`src/elink_pkg.sv`:
```
package elink_pkg;

   //##########################################################################
   // widths with a meaning
   //##########################################################################
   typedef logic [31:0] mesh_addr_t;   // full mesh address
   typedef logic [31:0] mesh_data_t;   // one data word
   typedef logic [29:0] axi_addr_t;    // byte address seen on the axi port
   typedef logic [11:0] link_id_t;     // node id, top 12 address bits
   typedef logic [3:0]  ctrlmode_t;    // mesh routing control
   typedef logic [1:0]  datamode_t;    // 0 byte, 1 half-word, 2 word
   typedef logic [3:0]  reg_group_t;   // register group in addr 19..16
   typedef logic [19:0] reg_addr_t;    // local register address

   // axi burst type
   // wrap bursts get no special handling and run like fixed ones
   typedef enum logic [1:0] {
      burst_fixed = 2'b00,
      burst_incr  = 2'b01,
      burst_wrap  = 2'b10
   } burst_e;

   //##########################################################################
   // mesh transaction
   //##########################################################################
   // write flag and source address are implied by the port a packet leaves on
   typedef struct packed {
      logic       access;     // one-cycle valid
      datamode_t  datamode;   // transfer size
      ctrlmode_t  ctrlmode;
      mesh_addr_t dstaddr;
      mesh_data_t data;       // zero on read requests
   } mesh_pkt_t;

   // register block groups
   localparam reg_group_t grp_mmr   = 4'd0;
   localparam reg_group_t grp_rxmmu = 4'd1;
   localparam reg_group_t grp_txmmu = 4'd2;
   localparam reg_group_t grp_embox = 4'd3;

   localparam int addr_lsb = 2;   // byte offset bits inside one word

endpackage

```
`src/esaxi_read.sv`:
```
module esaxi_read import elink_pkg::*;
(
   input  logic       s_axi_aclk,
   input  logic       s_axi_aresetn,
   // read address channel
   input  axi_addr_t  s_axi_araddr,
   input  burst_e     s_axi_arburst,
   input  logic [7:0] s_axi_arlen,
   input  logic [2:0] s_axi_arsize,
   input  logic       s_axi_arvalid,
   output logic       s_axi_arready,
   // read data channel
   input  logic       s_axi_rready,
   output logic       s_axi_rvalid,
   output logic       s_axi_rlast,
   output logic [1:0] s_axi_rresp,
   output mesh_data_t s_axi_rdata,
   // config
   input  link_id_t   ecfg_coreid,
   input  ctrlmode_t  ecfg_tx_ctrlmode,
   // request out, response back from the router
   output mesh_pkt_t  rd_pkt,
   input  logic       rsp_valid,
   input  mesh_data_t rsp_data
);

   logic       read_active;   // burst in progress
   logic       ar_hs;
   logic       rd_hs;
   logic       last_rd_hs;
   logic [7:0] beats_left;    // beats after the current one
   mesh_addr_t ar_addr;       // current beat address
   mesh_addr_t next_addr;
   datamode_t  ar_size;
   datamode_t  next_size;
   burst_e     ar_burst;
   mesh_data_t rsp_fmt;       // response laid out by size

   assign ar_hs       = s_axi_arready & s_axi_arvalid;
   assign rd_hs       = s_axi_rvalid & s_axi_rready;
   assign last_rd_hs  = rd_hs & s_axi_rlast;
   assign s_axi_rresp = 2'b00;

   //##########################################################################
   // address channel
   //##########################################################################
   always_ff @(posedge s_axi_aclk)
   begin
      if (!s_axi_aresetn)
      begin
         s_axi_arready <= 1'b0;
         read_active   <= 1'b0;
      end
      else
      begin
         if (ar_hs)
            s_axi_arready <= 1'b0;
         else if (!read_active)
            s_axi_arready <= 1'b1;

         if (ar_hs)
            read_active <= 1'b1;
         else if (last_rd_hs)
            read_active <= 1'b0;   // last beat taken
      end
   end

   // address of the beat to request next
   // the request goes out the cycle after the handshake, so it uses this value
   always_comb
   begin
      next_addr = ar_addr;
      next_size = ar_size;
      if (ar_hs)
      begin
         next_addr = {ecfg_coreid[11:10], s_axi_araddr};
         next_size = s_axi_arsize[1:0];
      end
      else if (rd_hs && ar_burst == burst_incr)
      begin
         next_addr[31:addr_lsb]  = ar_addr[31:addr_lsb] + 1'b1;
         next_addr[addr_lsb-1:0] = '0;   // word aligned after first beat
      end
   end

   always_ff @(posedge s_axi_aclk)
   begin
      ar_addr <= next_addr;
      ar_size <= next_size;
      if (ar_hs)
      begin
         ar_burst   <= s_axi_arburst;
         beats_left <= s_axi_arlen;
      end
      else if (rd_hs)
         beats_left <= beats_left - 1'b1;
   end

   always_ff @(posedge s_axi_aclk)
   begin
      if (!s_axi_aresetn)
         s_axi_rlast <= 1'b0;
      else if (ar_hs)
         s_axi_rlast <= (s_axi_arlen == 8'd0);   // single beat burst
      else if (rd_hs)
         s_axi_rlast <= (beats_left == 8'd1);
   end

   //##########################################################################
   // mesh request, one per beat
   //##########################################################################
   always_ff @(posedge s_axi_aclk)
   begin
      rd_pkt.access   <= ar_hs | (rd_hs & ~s_axi_rlast);
      rd_pkt.datamode <= next_size;
      rd_pkt.ctrlmode <= ecfg_tx_ctrlmode;
      rd_pkt.dstaddr  <= next_addr;
      rd_pkt.data     <= '0;   // nothing to carry on a request
      if (!s_axi_aresetn)
         rd_pkt.access <= 1'b0;
   end

   //##########################################################################
   // read data
   //##########################################################################
   always_comb
   begin
      case (ar_size)
         2'd0:    rsp_fmt = {4{rsp_data[7:0]}};    // byte on every lane
         2'd1:    rsp_fmt = {2{rsp_data[15:0]}};   // half-word twice
         default: rsp_fmt = rsp_data;
      endcase
   end

   always_ff @(posedge s_axi_aclk)
   begin
      if (rsp_valid)
         s_axi_rdata <= rsp_fmt;
   end

   always_ff @(posedge s_axi_aclk)
   begin
      if (!s_axi_aresetn)
         s_axi_rvalid <= 1'b0;
      else if (rsp_valid)
         s_axi_rvalid <= 1'b1;
      else if (s_axi_rready)
         s_axi_rvalid <= 1'b0;   // held until taken
   end

endmodule

```
`src/esaxi_router.sv`:
```
module esaxi_router import elink_pkg::*;
#(
   parameter link_id_t elink_id = 12'h810
)
(
   input  logic       s_axi_aclk,
   input  logic       s_axi_aresetn,
   // from the axi paths
   input  mesh_pkt_t  wr_pkt,
   input  mesh_pkt_t  rd_pkt,
   // mesh ports
   output mesh_pkt_t  emwr_pkt,
   output mesh_pkt_t  emrq_pkt,
   input  logic       emrr_access,
   input  mesh_data_t emrr_data,
   output logic       emrr_rd_en,
   // register interface
   output logic       mi_en,
   output logic       mi_we,
   output reg_addr_t  mi_addr,
   output mesh_data_t mi_din,
   output logic [3:0] mi_sel,        // mmr, rxmmu, txmmu, embox
   input  mesh_data_t mi_mmr_dout,
   input  mesh_data_t mi_rxmmu_dout,
   input  mesh_data_t mi_txmmu_dout,
   input  mesh_data_t mi_embox_dout,
   // read response to esaxi_read
   output logic       rsp_valid,
   output mesh_data_t rsp_data
);

   logic       wr_local;   // write hits this link's registers
   logic       rd_local;
   reg_addr_t  reg_addr;   // write wins the register port
   reg_group_t grp;
   logic [3:0] sel_dec;    // one-hot block select
   logic       mi_rd;      // register read on the port now
   logic [3:0] sel_q;      // selects kept for readback
   logic       rb_valid;   // register data returning
   logic       rr_valid;   // mesh data returning
   mesh_data_t rr_data;
   mesh_data_t rb_data;

   assign wr_local = wr_pkt.access & (wr_pkt.dstaddr[31:20] == elink_id);
   assign rd_local = rd_pkt.access & (rd_pkt.dstaddr[31:20] == elink_id);
   assign reg_addr = wr_local ? wr_pkt.dstaddr[19:0] : rd_pkt.dstaddr[19:0];
   assign grp      = reg_addr[19:16];
   assign mi_rd    = mi_en & ~mi_we;

   always_comb
   begin
      sel_dec = 4'b0000;
      if (wr_local || rd_local)
      begin
         case (grp)
            grp_mmr:   sel_dec = 4'b0001;
            grp_rxmmu: sel_dec = 4'b0010;
            grp_txmmu: sel_dec = 4'b0100;
            grp_embox: sel_dec = 4'b1000;
            default:   sel_dec = 4'b0000;   // unmapped group, no block
         endcase
      end
   end

   //##########################################################################
   // mesh side
   //##########################################################################
   always_ff @(posedge s_axi_aclk)
   begin
      emwr_pkt        <= wr_pkt;
      emwr_pkt.access <= wr_pkt.access & ~wr_local;
      emrq_pkt        <= rd_pkt;
      emrq_pkt.access <= rd_pkt.access & ~rd_local;
      if (!s_axi_aresetn)
      begin
         emwr_pkt.access <= 1'b0;
         emrq_pkt.access <= 1'b0;
      end
   end

   //##########################################################################
   // register side
   //##########################################################################
   always_ff @(posedge s_axi_aclk)
   begin
      mi_addr <= reg_addr;
      mi_din  <= wr_pkt.data;
      if (!s_axi_aresetn)
      begin
         mi_en  <= 1'b0;
         mi_we  <= 1'b0;
         mi_sel <= 4'b0000;
      end
      else
      begin
         mi_en  <= wr_local | rd_local;
         mi_we  <= wr_local;
         mi_sel <= sel_dec;
      end
   end

   // readback and mesh response
   // one read outstanding, so the two never return together
   assign emrr_rd_en = emrr_access & ~rb_valid;

   always_ff @(posedge s_axi_aclk)
   begin
      sel_q   <= mi_sel;
      rr_data <= emrr_data;
      if (!s_axi_aresetn)
      begin
         rb_valid <= 1'b0;
         rr_valid <= 1'b0;
      end
      else
      begin
         rb_valid <= mi_rd;
         rr_valid <= emrr_rd_en;
      end
   end

   assign rb_data = ({32{sel_q[0]}} & mi_mmr_dout)   |
                    ({32{sel_q[1]}} & mi_rxmmu_dout) |
                    ({32{sel_q[2]}} & mi_txmmu_dout) |
                    ({32{sel_q[3]}} & mi_embox_dout);

   assign rsp_valid = rb_valid | rr_valid;
   assign rsp_data  = rb_valid ? rb_data : rr_data;

endmodule

```
`src/esaxi_top.sv`:
```
module esaxi_top import elink_pkg::*;
#(
   parameter link_id_t elink_id = 12'h810   // address tag of the local registers
)
(
   input  logic       s_axi_aclk,
   input  logic       s_axi_aresetn,
   // axi write address
   input  axi_addr_t  s_axi_awaddr,
   input  burst_e     s_axi_awburst,
   input  logic [2:0] s_axi_awsize,
   input  logic       s_axi_awvalid,
   output logic       s_axi_awready,
   // axi write data
   input  mesh_data_t s_axi_wdata,
   input  logic [3:0] s_axi_wstrb,
   input  logic       s_axi_wlast,
   input  logic       s_axi_wvalid,
   output logic       s_axi_wready,
   // axi write response
   input  logic       s_axi_bready,
   output logic       s_axi_bvalid,
   output logic [1:0] s_axi_bresp,
   // axi read address
   input  axi_addr_t  s_axi_araddr,
   input  burst_e     s_axi_arburst,
   input  logic [7:0] s_axi_arlen,
   input  logic [2:0] s_axi_arsize,
   input  logic       s_axi_arvalid,
   output logic       s_axi_arready,
   // axi read data
   input  logic       s_axi_rready,
   output logic       s_axi_rvalid,
   output logic       s_axi_rlast,
   output logic [1:0] s_axi_rresp,
   output mesh_data_t s_axi_rdata,
   // mesh
   output mesh_pkt_t  emwr_pkt,
   input  logic       emwr_progfull,
   output mesh_pkt_t  emrq_pkt,
   input  logic       emrr_access,
   input  mesh_data_t emrr_data,
   output logic       emrr_rd_en,
   // register interface
   output logic       mi_en,
   output logic       mi_we,
   output reg_addr_t  mi_addr,
   output mesh_data_t mi_din,
   output logic [3:0] mi_sel,
   input  mesh_data_t mi_mmr_dout,
   input  mesh_data_t mi_rxmmu_dout,
   input  mesh_data_t mi_txmmu_dout,
   input  mesh_data_t mi_embox_dout,
   // config
   input  link_id_t   ecfg_coreid,
   input  ctrlmode_t  ecfg_tx_ctrlmode
);

   mesh_pkt_t  wr_pkt;      // write beat packets
   mesh_pkt_t  rd_pkt;      // read beat requests
   logic       rsp_valid;
   mesh_data_t rsp_data;

   esaxi_write u_write (
      .s_axi_aclk       (s_axi_aclk),
      .s_axi_aresetn    (s_axi_aresetn),
      .s_axi_awaddr     (s_axi_awaddr),
      .s_axi_awburst    (s_axi_awburst),
      .s_axi_awsize     (s_axi_awsize),
      .s_axi_awvalid    (s_axi_awvalid),
      .s_axi_awready    (s_axi_awready),
      .s_axi_wdata      (s_axi_wdata),
      .s_axi_wstrb      (s_axi_wstrb),
      .s_axi_wlast      (s_axi_wlast),
      .s_axi_wvalid     (s_axi_wvalid),
      .s_axi_wready     (s_axi_wready),
      .s_axi_bready     (s_axi_bready),
      .s_axi_bvalid     (s_axi_bvalid),
      .s_axi_bresp      (s_axi_bresp),
      .emwr_progfull    (emwr_progfull),
      .ecfg_coreid      (ecfg_coreid),
      .ecfg_tx_ctrlmode (ecfg_tx_ctrlmode),
      .wr_pkt           (wr_pkt)
   );

   esaxi_read u_read (
      .s_axi_aclk       (s_axi_aclk),
      .s_axi_aresetn    (s_axi_aresetn),
      .s_axi_araddr     (s_axi_araddr),
      .s_axi_arburst    (s_axi_arburst),
      .s_axi_arlen      (s_axi_arlen),
      .s_axi_arsize     (s_axi_arsize),
      .s_axi_arvalid    (s_axi_arvalid),
      .s_axi_arready    (s_axi_arready),
      .s_axi_rready     (s_axi_rready),
      .s_axi_rvalid     (s_axi_rvalid),
      .s_axi_rlast      (s_axi_rlast),
      .s_axi_rresp      (s_axi_rresp),
      .s_axi_rdata      (s_axi_rdata),
      .ecfg_coreid      (ecfg_coreid),
      .ecfg_tx_ctrlmode (ecfg_tx_ctrlmode),
      .rd_pkt           (rd_pkt),
      .rsp_valid        (rsp_valid),
      .rsp_data         (rsp_data)
   );

   // mesh or local registers, per packet
   esaxi_router #(
      .elink_id (elink_id)
   ) u_router (
      .s_axi_aclk    (s_axi_aclk),
      .s_axi_aresetn (s_axi_aresetn),
      .wr_pkt        (wr_pkt),
      .rd_pkt        (rd_pkt),
      .emwr_pkt      (emwr_pkt),
      .emrq_pkt      (emrq_pkt),
      .emrr_access   (emrr_access),
      .emrr_data     (emrr_data),
      .emrr_rd_en    (emrr_rd_en),
      .mi_en         (mi_en),
      .mi_we         (mi_we),
      .mi_addr       (mi_addr),
      .mi_din        (mi_din),
      .mi_sel        (mi_sel),
      .mi_mmr_dout   (mi_mmr_dout),
      .mi_rxmmu_dout (mi_rxmmu_dout),
      .mi_txmmu_dout (mi_txmmu_dout),
      .mi_embox_dout (mi_embox_dout),
      .rsp_valid     (rsp_valid),
      .rsp_data      (rsp_data)
   );

endmodule

```
`src/esaxi_write.sv`:
```
module esaxi_write import elink_pkg::*;
(
   input  logic       s_axi_aclk,
   input  logic       s_axi_aresetn,
   // write address channel
   input  axi_addr_t  s_axi_awaddr,
   input  burst_e     s_axi_awburst,
   input  logic [2:0] s_axi_awsize,
   input  logic       s_axi_awvalid,
   output logic       s_axi_awready,
   // write data channel
   input  mesh_data_t s_axi_wdata,
   input  logic [3:0] s_axi_wstrb,
   input  logic       s_axi_wlast,
   input  logic       s_axi_wvalid,
   output logic       s_axi_wready,
   // write response channel
   input  logic       s_axi_bready,
   output logic       s_axi_bvalid,
   output logic [1:0] s_axi_bresp,
   // mesh side
   input  logic       emwr_progfull,
   input  link_id_t   ecfg_coreid,
   input  ctrlmode_t  ecfg_tx_ctrlmode,
   output mesh_pkt_t  wr_pkt
);

   logic       write_active;   // address taken, beats still to come
   logic       aw_hs;
   logic       wr_beat;
   logic       last_wr_beat;
   mesh_addr_t aw_addr;        // address of the next beat
   datamode_t  aw_size;
   burst_e     aw_burst;
   logic [1:0] strb_idx;       // lowest enabled byte lane
   mesh_pkt_t  pkt_s1;         // first packet stage

   assign aw_hs        = s_axi_awready & s_axi_awvalid;
   assign wr_beat      = s_axi_wready & s_axi_wvalid;
   assign last_wr_beat = wr_beat & s_axi_wlast;
   assign s_axi_bresp  = 2'b00;   // always okay

   //##########################################################################
   // address channel
   //##########################################################################
   always_ff @(posedge s_axi_aclk)
   begin
      if (!s_axi_aresetn)
      begin
         s_axi_awready <= 1'b0;
         write_active  <= 1'b0;
      end
      else
      begin
         if (aw_hs)
            s_axi_awready <= 1'b0;
         else if (!write_active && !s_axi_bvalid)
            s_axi_awready <= 1'b1;   // idle, previous response consumed

         if (aw_hs)
            write_active <= 1'b1;
         else if (last_wr_beat)
            write_active <= 1'b0;
      end
   end

   // top two core id bits complete the 30 bit axi address
   always_ff @(posedge s_axi_aclk)
   begin
      if (aw_hs)
      begin
         aw_addr  <= {ecfg_coreid[11:10], s_axi_awaddr};
         aw_size  <= s_axi_awsize[1:0];
         aw_burst <= s_axi_awburst;
      end
      else if (wr_beat && aw_burst == burst_incr)
      begin
         aw_addr[31:addr_lsb]  <= aw_addr[31:addr_lsb] + 1'b1;   // next word
         aw_addr[addr_lsb-1:0] <= '0;
      end
   end

   //##########################################################################
   // data channel and response
   //##########################################################################
   always_ff @(posedge s_axi_aclk)
   begin
      if (!s_axi_aresetn)
         s_axi_wready <= 1'b0;
      else if (last_wr_beat)
         s_axi_wready <= 1'b0;
      else
         s_axi_wready <= write_active & ~emwr_progfull;   // one cycle behind full
   end

   always_ff @(posedge s_axi_aclk)
   begin
      if (!s_axi_aresetn)
         s_axi_bvalid <= 1'b0;
      else if (last_wr_beat)
         s_axi_bvalid <= 1'b1;
      else if (s_axi_bready)
         s_axi_bvalid <= 1'b0;
   end

   // lowest set strobe picks the shift
   always_comb
   begin
      casez (s_axi_wstrb)
         4'b???1: strb_idx = 2'd0;   // aligned
         4'b??10: strb_idx = 2'd1;
         4'b?100: strb_idx = 2'd2;
         default: strb_idx = 2'd3;
      endcase
   end

   //##########################################################################
   // packet pipeline
   //##########################################################################
   always_ff @(posedge s_axi_aclk)
   begin
      pkt_s1.access   <= wr_beat;
      pkt_s1.datamode <= aw_size;
      pkt_s1.ctrlmode <= ecfg_tx_ctrlmode;
      pkt_s1.dstaddr  <= {aw_addr[31:addr_lsb], strb_idx};   // lane index as lsbs
      pkt_s1.data     <= s_axi_wdata >> {strb_idx, 3'b000};  // zeros fill from top
      if (!s_axi_aresetn)
         pkt_s1.access <= 1'b0;
   end

   always_ff @(posedge s_axi_aclk)
   begin
      wr_pkt <= pkt_s1;
      if (!s_axi_aresetn)
         wr_pkt.access <= 1'b0;
   end

endmodule

```
`config.mk`:
```
export PLATFORM = sky130hd
export DESIGN_NAME = esaxi_top
export DESIGN_NICKNAME = d
export VERILOG_FILES = /design/src/elink_pkg.sv /design/src/esaxi_read.sv /design/src/esaxi_router.sv /design/src/esaxi_top.sv /design/src/esaxi_write.sv
export SDC_FILE = /design/constraint.sdc
export NUM_CORES = 1
export LEC_CHECK = 0
export ABC_AREA = 0
export BUFFER_PORTS_ARGS = -buffer_cell sky130_fd_sc_hd__buf_2
export CORE_AREA = 10 10 203 205
export CTS_BUF_LIST = sky130_fd_sc_hd__clkbuf_4
export CTS_CLUSTER_SIZE = 12
export DETAILED_ROUTE_END_ITERATION = 6
export DIE_AREA = 0 0 213 215
export PLACE_DENSITY_LB_ADDON = 0.3
export RECOVER_POWER = 25
export SYNTH_ARGS = -nofsm -noshare
export SYNTH_HDL_FRONTEND = slang
export SYNTH_SLANG_ARGS = --single-unit
```
`constraint.sdc`:
```
create_clock -name s_axi_aclk -period 4.5 [get_ports s_axi_aclk]
set_clock_uncertainty 0.15 [all_clocks]
set_input_delay 0.9 -clock s_axi_aclk [delete_from_list [all_inputs] [get_ports s_axi_aclk]]
set_output_delay 0.9 -clock s_axi_aclk [all_outputs]
set_load 0.005 [all_outputs]
```
==> results by group <==
Worst hold path
  • Min-Delay Startpoint: emrr_data[29]
  • Hold endpoint: u_router.rr_data[29]$_DFF_P_
  • Worst min-delay path category: primary input to register
  • Cell count of the worst hold path: 1

Timing
  • Achievable frequency: approximately 350 MHz
  • Setup TNS after final layout: 0 ps
  • Number of hold violations in the final report: 0
  • RSZ-0062 raised after global routing: false
  • Final setup vio count: 0
  • Worst slew pin tran: about 960 ps
  • Slew HR: 0.357
  • Portion of the clock cycle consumed by the worst path in the final layout: 0.628
  • Final max-slew violation count: 0
  • Final period demand of the worst path: between 2000 and 3000 ps
  • Setup ws final: 1670 ps
  • Min Hold Slack: roughly 110 ps

Cells and area
  • Final #Nets: around 2100
  • Synth-to-Final Area Change: 27.8%
  • Ratio of cells with drive above 1 in the final layout: 0.381
  • Non-filler cells, final: between 2000 and 2500
  • Final Instance Area: ~19000 um2

Power
  • Leakage component of the power: approximately 8.1 nW
  • Combinational cell fraction of total power: 0.070
  • Internal power of the cells: about 6.4 mW
  • Clk network pwr share: 0.406
  • Maximum resistive drop on vdd: about 0.00022 V
  • Areal power density over the cells: roughly 440 nW/um2
  • Part of the power in registers: 0.524
  • Switching share of total power: 0.237
  • Switching power: a little under 2 mW

Critical path
  • Highest-delay cell along the critical path: dfxtp_2
  • Source of the worst register-to-register timing path: u_read.ar_addr[8]$_DFFE_PP_
  • Critical setup path kind: register to output pin
  • Internal reg-to-reg setup slack: around 1800 ps
  • Critical path data arrival time: between 1500 and 2000 ps
  • R2R depth: 4
  • Cell family with the largest share of critical-path delay: flip-flops
  • Cells along the critical path: nor2b_1 > buf_2
  • Setup crit end kind: output pin
  • Maximum fanout encountered on the critical timing path: 31
  • Kind of start point of the critical path: register
  • Beginning of the critical path: u_router.rb_valid$_SDFF_PN0_
  • CP required: 3450 ps
  • Delay of the slowest cell on the worst path: around 690 ps
  • Critical register-to-register path endpoint: u_read.ar_addr[21]$_DFFE_PP_
  • Number of buffer and inverter instances along the worst setup path: 1

Clock tree
  • H-tree lvl count: 3
  • TritonCTS clock tree: done
  • Master cell of the clock root buffer: clkbuf_4
  • Clock tree buffer depth: 3
  • Skew-Pair Late Insertion Delay: between 700 and 800 ps
  • Number of sinks on the clock net: 431
  • Clock-pin slew on the worst setup and hold paths: ~70 ps
  • Setup bufs post-CTS: 0
  • TritonCTS Buffers: about 110
  • Post-CTS sizing: 0

Placement
  • Post-place setup slack: between 1500 and 2000 ps
  • Placed standard-cell area: approximately 17000 um2
  • Number of port buffers: just under 500
  • Placed wire-length estimate after detailed placement: ~38000 um
  • Routability congestion estimate from global placement: roughly 0.92
  • Placed Cells incl. Taps: between 2000 and 2500

GRT
  • Number of antenna violations at the first check in global routing: 7
  • Overall fraction of global-route tracks in use: 0.207
  • GR Overflow Total: 0
  • Pin count of the biggest net entering global routing: 47
  • Global-route wire length before repair: ~73000 um
  • Vias in the first global route: ~12000

Synthesis
  • Top cell type by total area after synthesis: dfxtp_1
  • Async S/R FF share, synth: 0
  • Post-synthesis cell area: between 10000 and 15000 um2
  • Count of state elements after synthesis: 431
  • EDFF count, synth: 110
  • Sequential-to-total area share from yosys stat: 0.657
  • Most area-consuming cells after synthesis: dfxtp_1 43%, edfxtp_1 22%, a22oi_1 3.6%
  • Mean area per synthesized cell: between 10 and 15 um2
  • Proportion of netlist area held by the largest area contributor: 0.434
  • Cells after Synth: between 1000 and 1500
  • Ys Warns: 0
  • Post-synth cell types: 58
  • Primary flip-flop cell chosen by synthesis mapping: dfxtp_1

Route
  • Via Count: roughly 12000
  • WL final: between 40000 and 50000 um
  • Remaining routing DRC violations: 0
  • Number of nets with antenna violations after routing: 0
  • Via-per-instance ratio: between 5 and 6
  • Detailed-router iteration count before antenna repair: 5
  • Detailed Route Iter0 Violations: approximately 840
  • Average routed wire per standard cell: ~21 um

Die
  • Core region area: between 30000 and 40000 um2
  • Die outline width: between 200 and 250 um
  • Die area: roughly 46000 um2
  • Starting density of the core: 0.398
  • Count of pins on the block boundary: 543
  • Y dimension of the die: approximately 220 um
  • Number of placement rows: between 70 and 80

Outcome
  • Result of the run: complete, no violations

Job
  • Max-capacitance violation count: 0
-- worst max-delay path by stage --
stage                                      endpoint  depth (start not counted)
global route                             emrr_rd_en                          2
CTS                                      emrr_rd_en                          2
floorplan           u_read.ar_addr[0]$_SDFFCE_PN0P_                          2
global placement       u_write.aw_addr[5]$_DFFE_PP_                          4
finish                                   emrr_rd_en                          2
detailed placement     u_write.aw_addr[6]$_DFFE_PP_                          4
-- cell usage after synthesis (13+ instances only) --
cell type and count:
dfxtp_1 321, clkbuf_1 53, mux2_2 23, nand2_1 94, and2_1 13, a21oi_1 20, a31oi_1 49, buf_4 72
inv_1 19, edfxtp_1 110, nor2b_1 13, a22oi_1 72, xor2_1 14, o31ai_1 23, o21ai_0 65, nand3_1 42
or4_1 20, nor2_1 79, nand4_1 28, o211ai_1 18
-- cell usage in the layout, fill, tap and decap left out, types with 13 or more instances in the layout --
| cell | Yosys | final |
|---|---|---|
| mux2_2 | 23 | 23 |
| or4_1 | 20 | 20 |
| dfxtp_1 | 321 | 320 |
| buf_2 | 2 | 487 |
| and2_1 | 13 | 13 |
| clkinv_1 | 1 | 13 |
| buf_4 | 72 | 15 |
| xor2_1 | 14 | 14 |
| a22oi_1 | 72 | 72 |
| conb_1 | 1 | 36 |
| o211ai_1 | 18 | 18 |
| inv_1 | 19 | 19 |
| a21oi_1 | 20 | 20 |
| dlygate4sd3_1 | 0 | 15 |
| nand2_1 | 94 | 94 |
| edfxtp_1 | 110 | 110 |
| nand4_1 | 28 | 28 |
| o31ai_1 | 23 | 23 |
| nor2b_1 | 13 | 13 |
| clkbuf_4 | 0 | 174 |
| a31oi_1 | 49 | 49 |
| nand3_1 | 42 | 42 |
| o21ai_0 | 65 | 64 |
| nor2_1 | 79 | 79 |
-- worst reg2reg max path, stage by stage (launching register included) --
cell and delay, ps:
edfxtp_1 520, and4_1 340, nand4_1 630, or4_1 730, a31oi_1 200
-- repair_timing --
item	CTS	global route
setup endpoints to repair	0	0
hold endpoints to repair	15	0
hold buffers	15	0
-- metal layers --
metal / up-vias / global-route usage / wire (um)
met4: 4 / 0.0807 / 1140
met3: 76 / 0.0566 / 4190
li1: 5685 / - / -
met5: - / 0 / 27
met1: 5681 / 0.225 / 18400
met2: 566 / 0.372 / 25700
-- final cells by class --
type	instances	area, um2
repair buffers	521	2720
flip-flops and latches	431	9730
fillers	3419	18300
multi-input cells	724	4350
diodes	6	15.0
inverters	20	75.1
clock inverters	22	150
clock buffers	174	1310
well taps	474	593
-- power by group through the flow --
stage | registers (mW) | clock network (mW) | logic (mW)
5_1_grt | 4.39 | 3.70 | 0.647
2_1_floorplan | 4.41 | 0 | 0.289
4_1_cts | 4.37 | 3.49 | 0.592
3_5_place_dp | 4.45 | 0 | 0.577
6_report | 4.37 | 3.38 | 0.587
3_3_place_gp | 4.45 | 0 | 0.567
-- logic make-up (layout without fill, tap and decap cells) --
kind of cell / after synthesis / count (layout) / share of synthesized area
AOI/OAI and AO/OA: 269 / 269 / 0.119
xor gates and xnor gates: 26 / 26 / 0.0154
adders and majority gates: 4 / 4 / 0.00338
buffers and inverters: 153 / 737 / 0.0591
DFF: 431 / 431 / 0.657
muxes: 27 / 27 / 0.0202
other: 1 / 42 / 0.000253
and+or+nand+nor: 362 / 362 / 0.126
-- state kept, by name, summed over array words and instances (netlist names), 2 cells and up --
name / count
u_read.ar_addr: 32
u_read.ar_burst: 2
u_read.ar_size: 2
u_read.beats_left: 8
u_read.rd_pkt: 5
u_read.s_axi_rdata: 32
u_router.emrq_pkt: 39
u_router.emwr_pkt: 71
u_router.mi_addr: 20
u_router.mi_sel: 4
u_router.rr_data: 32
u_router.sel_q: 4
u_write.aw_addr: 30
u_write.aw_burst: 2
u_write.aw_size: 2
u_write.pkt_s1: 67
u_write.wr_pkt: 67
-- per-stage QoR --
| step | power, mW | utilization |
|---|---|---|
| 4_1_cts | 8.45 | 0.508 |
| 6_report | 8.34 | 0.509 |
| 3_3_place_gp | 5.01 | 0.465 |
| 2_1_floorplan | 4.70 | - |
| 3_5_place_dp | 5.03 | 0.465 |
| 5_1_grt | 8.74 | 0.508 |
(Power assumes the default switching activity.)
